**src/include/tone_macros.svh**
```systemverilog
`ifndef TONE_MACROS_SVH
`define TONE_MACROS_SVH

// bins per FFT frame, must be a power of two
`define TONE_NSAMPLES 64

// width of the real and imaginary parts
`define TONE_SAMPLE_W 16

// tone when peak * 2^shift exceeds the rest of the band energy
`define TONE_RATIO_SHIFT 3

`endif
```
**src/design/fft_stream_pkg.sv**
```systemverilog
`include "tone_macros.svh"

package fft_stream_pkg;

    // one complex FFT bin as delivered by the FFT core
    typedef struct packed {
        logic signed [`TONE_SAMPLE_W-1:0] re;
        logic signed [`TONE_SAMPLE_W-1:0] im;
    } sample_t;

    // re^2 + im^2 needs one bit more than the product width
    typedef logic [2*`TONE_SAMPLE_W:0] mag_t;

    // natural bin index
    typedef logic [$clog2(`TONE_NSAMPLES)-1:0] bin_idx_t;

    typedef struct packed {
        mag_t     mag;
        bin_idx_t k;
        logic     in_band;
        logic     last;
    } bin_mag_t;

endpackage

```
**src/design/tone_result_pkg.sv**
```systemverilog
`include "tone_macros.svh"

package tone_result_pkg;

    import fft_stream_pkg::*;

    // room for a full frame of maximum magnitudes
    typedef logic [$bits(mag_t)+$clog2(`TONE_NSAMPLES)-1:0] energy_t;

    typedef struct packed {
        mag_t     peak;
        bin_idx_t peak_k;
        energy_t  energy;
        logic     detected;
    } tone_result_t;

endpackage

```
**src/design/tone_detector_top.sv**
```systemverilog
`timescale 1ns/1ps

module tone_detector_top (
    input  logic                          clk,
    input  logic                          reset,
    input  fft_stream_pkg::sample_t       sample,
    input  logic                          sample_valid,
    output tone_result_pkg::tone_result_t result,
    output logic                          result_valid
);

    import fft_stream_pkg::*;
    import tone_result_pkg::*;

    bin_mag_t bin;
    logic     bin_valid;
    mag_t     peak;
    bin_idx_t peak_k;
    logic     peak_valid;
    energy_t  energy;

    bin_magnitude u_bin_magnitude (
        .clk          (clk),
        .reset        (reset),
        .sample       (sample),
        .sample_valid (sample_valid),
        .bin          (bin),
        .bin_valid    (bin_valid)
    );

    spectral_peak_finder u_spectral_peak_finder (
        .clk        (clk),
        .reset      (reset),
        .bin        (bin),
        .bin_valid  (bin_valid),
        .peak       (peak),
        .peak_k     (peak_k),
        .peak_valid (peak_valid)
    );

    // energy_valid matches peak_valid cycle for cycle, the decider keys on peak_valid
    band_energy_accumulator u_band_energy_accumulator (
        .clk          (clk),
        .reset        (reset),
        .bin          (bin),
        .bin_valid    (bin_valid),
        .energy       (energy),
        .energy_valid ()
    );

    tone_decider u_tone_decider (
        .clk          (clk),
        .reset        (reset),
        .peak         (peak),
        .peak_k       (peak_k),
        .peak_valid   (peak_valid),
        .energy       (energy),
        .result       (result),
        .result_valid (result_valid)
    );

endmodule

```
**src/design/tone_decider.sv**
```systemverilog
`timescale 1ns/1ps

`include "tone_macros.svh"

module tone_decider (
    input  logic                          clk,
    input  logic                          reset,
    input  fft_stream_pkg::mag_t          peak,
    input  fft_stream_pkg::bin_idx_t      peak_k,
    input  logic                          peak_valid,
    input  tone_result_pkg::energy_t      energy,
    output tone_result_pkg::tone_result_t result,
    output logic                          result_valid
);

    import tone_result_pkg::*;

    energy_t residual;
    energy_t peak_scaled;
    logic    detected;

    // peak is always part of the band energy, so no underflow here
    always_comb begin
        residual    = energy - energy_t'(peak);
        peak_scaled = energy_t'(peak) << `TONE_RATIO_SHIFT;
        detected    = peak_scaled > residual;
    end

    // energy_valid arrives together with peak_valid
    always_ff @(posedge clk) begin
        if (reset) begin
            result       <= '0;
            result_valid <= 1'b0;
        end else begin
            result_valid <= peak_valid;
            if (peak_valid) begin
                result.peak     <= peak;
                result.peak_k   <= peak_k;
                result.energy   <= energy;
                result.detected <= detected;
            end
        end
    end

endmodule

```
**src/design/band_energy_accumulator.sv**
```systemverilog
`timescale 1ns/1ps

module band_energy_accumulator (
    input  logic                      clk,
    input  logic                      reset,
    input  fft_stream_pkg::bin_mag_t  bin,
    input  logic                      bin_valid,
    output tone_result_pkg::energy_t  energy,
    output logic                      energy_valid
);

    import tone_result_pkg::*;

    energy_t acc;
    energy_t addend;
    energy_t acc_next;

    // out-of-band bins contribute nothing
    always_comb begin
        addend   = bin.in_band ? energy_t'(bin.mag) : '0;
        acc_next = acc + addend;
    end

    always_ff @(posedge clk) begin
        if (reset) begin
            acc          <= '0;
            energy       <= '0;
            energy_valid <= 1'b0;
        end else begin
            energy_valid <= bin_valid && bin.last;
            if (!bin_valid) begin
                acc <= '0;
            end else if (bin.last) begin
                energy <= acc_next;
                acc    <= '0;
            end else begin
                acc <= acc_next;
            end
        end
    end

endmodule

```
**src/design/spectral_peak_finder.sv**
```systemverilog
`timescale 1ns/1ps

module spectral_peak_finder (
    input  logic                     clk,
    input  logic                     reset,
    input  fft_stream_pkg::bin_mag_t bin,
    input  logic                     bin_valid,
    output fft_stream_pkg::mag_t     peak,
    output fft_stream_pkg::bin_idx_t peak_k,
    output logic                     peak_valid
);

    import fft_stream_pkg::*;

    mag_t     run_peak;
    bin_idx_t run_k;
    logic     take;

    // strictly greater, so ties keep the earlier bin
    always_comb begin
        take = bin.in_band && (bin.mag > run_peak);
    end

    always_ff @(posedge clk) begin
        if (reset) begin
            run_peak   <= '0;
            run_k      <= '0;
            peak       <= '0;
            peak_k     <= '0;
            peak_valid <= 1'b0;
        end else begin
            peak_valid <= bin_valid && bin.last;
            if (!bin_valid) begin
                // aborted frame
                run_peak <= '0;
                run_k    <= '0;
            end else if (bin.last) begin
                // publish including the last beat
                if (take) begin
                    peak   <= bin.mag;
                    peak_k <= bin.k;
                end else begin
                    peak   <= run_peak;
                    peak_k <= run_k;
                end
                run_peak <= '0;
                run_k    <= '0;
            end else if (take) begin
                run_peak <= bin.mag;
                run_k    <= bin.k;
            end
        end
    end

endmodule

```
**src/design/bin_magnitude.sv**
```systemverilog
`timescale 1ns/1ps

`include "tone_macros.svh"

module bin_magnitude (
    input  logic                    clk,
    input  logic                    reset,
    input  fft_stream_pkg::sample_t sample,
    input  logic                    sample_valid,
    output fft_stream_pkg::bin_mag_t bin,
    output logic                    bin_valid
);

    import fft_stream_pkg::*;

    localparam int NBITS = $bits(bin_idx_t);

    logic signed [2*`TONE_SAMPLE_W-1:0] re_sq;
    logic signed [2*`TONE_SAMPLE_W-1:0] im_sq;
    mag_t                               mag_next;
    bin_idx_t                           pos;
    bin_idx_t                           k_next;

    // both squares are non-negative, so zero extension is safe
    always_comb begin
        re_sq    = sample.re * sample.re;
        im_sq    = sample.im * sample.im;
        mag_next = mag_t'($unsigned(re_sq)) + mag_t'($unsigned(im_sq));
    end

    // FFT output arrives bit-reversed
    always_comb begin
        for (int j = 0; j < NBITS; j++) begin
            k_next[j] = pos[NBITS-1-j];
        end
    end

    // frame position, a gap in the stream restarts the frame
    always_ff @(posedge clk) begin
        if (reset) begin
            pos       <= '0;
            bin_valid <= 1'b0;
        end else begin
            bin_valid <= sample_valid;
            if (sample_valid) begin
                pos <= pos + 1'b1;
            end else begin
                pos <= '0;
            end
        end
    end

    // usable band is 1 .. N/2-1
    always_ff @(posedge clk) begin
        bin.mag     <= mag_next;
        bin.k       <= k_next;
        bin.in_band <= (k_next != '0) && !k_next[NBITS-1];
        bin.last    <= (pos == bin_idx_t'(`TONE_NSAMPLES - 1));
    end

endmodule

```
**config.mk**
```make
export PLATFORM = sky130hd
export DESIGN_NAME = tone_detector_top
export DESIGN_NICKNAME = d
export VERILOG_FILES = /design/src/design/fft_stream_pkg.sv /design/src/design/tone_result_pkg.sv /design/src/design/tone_detector_top.sv /design/src/design/tone_decider.sv /design/src/design/band_energy_accumulator.sv /design/src/design/spectral_peak_finder.sv /design/src/design/bin_magnitude.sv
export VERILOG_INCLUDE_DIRS = /design/src /design/src/include
export SDC_FILE = /design/constraint.sdc
export NUM_CORES = 2
export LEC_CHECK = 0
export BUFFER_PORTS_ARGS = -buffer_cell sky130_fd_sc_hd__buf_2
export CAP_MARGIN = 20
export CORE_ASPECT_RATIO = 0.75
export CORE_MARGIN = 1.5
export CORE_UTILIZATION = 55
export DETAILED_ROUTE_END_ITERATION = 6
export PLACE_DENSITY = 0.72
export SKIP_CTS_REPAIR_TIMING = 1
export SYNTH_ARGS = -nofsm -noshare
export SYNTH_HDL_FRONTEND = slang
export SYNTH_HIERARCHICAL = 1
export SYNTH_SLANG_ARGS = --single-unit
```
**constraint.sdc**
```tcl
create_clock -name clk -period 7.79 [get_ports clk]
set_input_delay 0.779 -clock clk [delete_from_list [all_inputs] [get_ports clk]]
set_output_delay 0.779 -clock clk [all_outputs]
set_load 0.02 [all_outputs]
```
==> impl_metrics.csv <==
group,metric,value,unit
status,outcome,"completed",
min_path,whs_endpoint,"u_bin_magnitude/bin[2]",
die,rows,79,
critical_path,critPathSlowestCell,"fa_1",
timing,finalCriticalPeriod,7405,ps
timing,setup_ws,384.5,ps
timing,drv_slew,0,
critical_path,reg2reg_from,"u_spectral_peak_finder/peak[0]",
global_route,grt_usage,25.39,%
flow_run,drv_cap,0,
die,ios,115,
global_route,overflow,0,
clock_network,cts_tree,"built",
die,core-area,61780,um^2
drt,num_vias,26512,
clock_network,clock_path_buffers,3,
critical_path,cp-start-kind,"primary input",
die,die_width,291.2,um
critical_path,cp-end-kind,"flip-flop",
timing,rsz0062_at_grt,"true",
global_route,grt_antenna_before_repair,1,
clock_network,clock_latency,580,ps
global_route,grt_pass1_vias,26497,
critical_path,critical_path_class,"in2reg",
timing,slew_headroom,37.04,%
timing,finalCritPeriodShare,95.06,%
synthesis,synth_area_per_cell,8.797,um^2
synthesis,synth_warnings,6,
layout,antenna_cells,0,
synthesis,syn_nets,4744,
drt,routed_wl,80120,um
timing,hold_viol,0,
placement,place_hpwl,67810,um
drt,drt_pass1_iterations,5,
layout,area_delta_synth_final,11.43,%
drt,antenna_left,0,
clock_network,clock-sinks,285,
layout,nets,4992,
layout,fin_util,61.80,%
placement,gp_congestion,0.9457,
drt,wire_per_inst,16.11,um
drt,drtIter0Drc,1519,
critical_path,path_max_fanout,5,
drt,viasPerCell,5.330,
die,die_area,63820,um^2
timing,worst_pin_slew,944.4,ps
die,initial_utilization,55.46,%
synthesis,syn_inst,3895,
timing,fin_tns_setup,0,ps
critical_path,arrival,7900,ps
critical_path,reg2reg_depth,19,
clock_network,path_clk_slew,60,ps
placement,place_ws,-198.0,ps
clock_network,ctsRootBufferMaster,"clkbuf_16",
die,die_height,219.2,um
clock_network,cts_buffers,31,
min_path,hold_start,"u_bin_magnitude/pos[5]",
critical_path,rrSetupSlack,2420,ps
drt,drc,0,
timing,max_freq,135.0,MHz
timing,skew,10.23,ps
synthesis,syn_area,34260,um^2
critical_path,r2r-end,"u_tone_decider/result[0]",
timing,finalSetupViolCount,0,
min_path,hold_class,"reg2reg",
clock_network,cts.htree.levels,1,
global_route,grt_max_degree,79,
min_path,hold_depth,0,
critical_path,crit_required,8280,ps
global_route,grt_pass1_wl,132400,um
placement,port_buffers,114,
critical_path,crit_path_max_incr_delay,540,ps
layout,drive_gt1_share,10.81,%
critical_path,critPathMostFrequentCell,"fa_1",
how the worst max path moves through the flow:
| stage | start | to | slack, ps | cells past startpoint |
|---|---|---|---|---|
| after CTS | sample[1] | u_bin_magnitude/bin[38] | 390 | 29 |
| after global routing | sample[1] | u_bin_magnitude/bin[38] | -9 | 32 |
| after detailed placement | sample[1] | u_bin_magnitude/bin[38] | -200 | 30 |
| after floorplan | sample[4] | u_bin_magnitude/bin[39] | 0.3 | 29 |
| after global placement | sample[1] | u_bin_magnitude/bin[38] | -160 | 29 |
| final | sample[1] | u_bin_magnitude/bin[39] | 380 | 30 |
sequential cells by signal (all words and copies together) (netlist names):
register,cells
u_tone_decider/result,79
u_bin_magnitude/bin,41
u_band_energy_accumulator/acc,39
u_band_energy_accumulator/energy,39
u_spectral_peak_finder/peak,33
u_spectral_peak_finder/run_peak,33
u_bin_magnitude/pos,6
u_spectral_peak_finder/peak_k,6
u_spectral_peak_finder/run_k,6
u_bin_magnitude/bin_valid,1
u_spectral_peak_finder/peak_valid,1
u_tone_decider/result_valid,1
routing by layer:
| metal | track usage [%] | wire length [um] | up-vias |
|---|---|---|---|
| met1 | 36.04 | 37530 | 12845 |
| li1 | - | - | 12904 |
| met4 | 5.951 | 1725 | 2 |
| met3 | 2.886 | 4366 | 101 |
| met5 | 0 | 17 | - |
| met2 | 41.68 | 36490 | 660 |
critical path: cells and delay by family:
| kind | cells | cell delay (ps) |
|---|---|---|
| AND/OR/NAND/NOR | 5 | 840 |
| AO/OA/AOI/OAI | 9 | 1800 |
| XOR/XNOR | 2 | 280 |
| buffers and inverters | 6 | 540 |
| adder cells (fa/ha/maj) | 8 | 3670 |
final cells by class:
cell class	count	area, um^2
inverter	767	2879
clock buffer	36	824.5
sequential	285	5709
multi-input combinational	2724	25250
tap	810	1013
timing repair buffer	334	2237
clock inverter	18	269.0
fill	5395	23600
cell usage in the layout, fill, tap and decap left out, drive strengths merged, types with 121 or more instances in the layout:
cell type  instances
xnor2            129
nand2            303
inv              772
and2             133
mux2i            121
a21oi            203
ha               335
fa               479
buf              334
dfxtp            285
nor2             347
through the flow:
stage          instances  area, um^2  hold WS, ps
3_3_place_gp        4920       37070        391.7
2_1_floorplan       3895       34350        367.6
4_1_cts             4974       38170        408.1
6_report            4974       38180        409.3
3_5_place_dp        4920       37070        398.9
5_1_grt             4974       38180        422.4
Power is left out: the tool's default activity adds up to more than one toggle a clock period on the data nets, which glitch-free logic cannot reach.
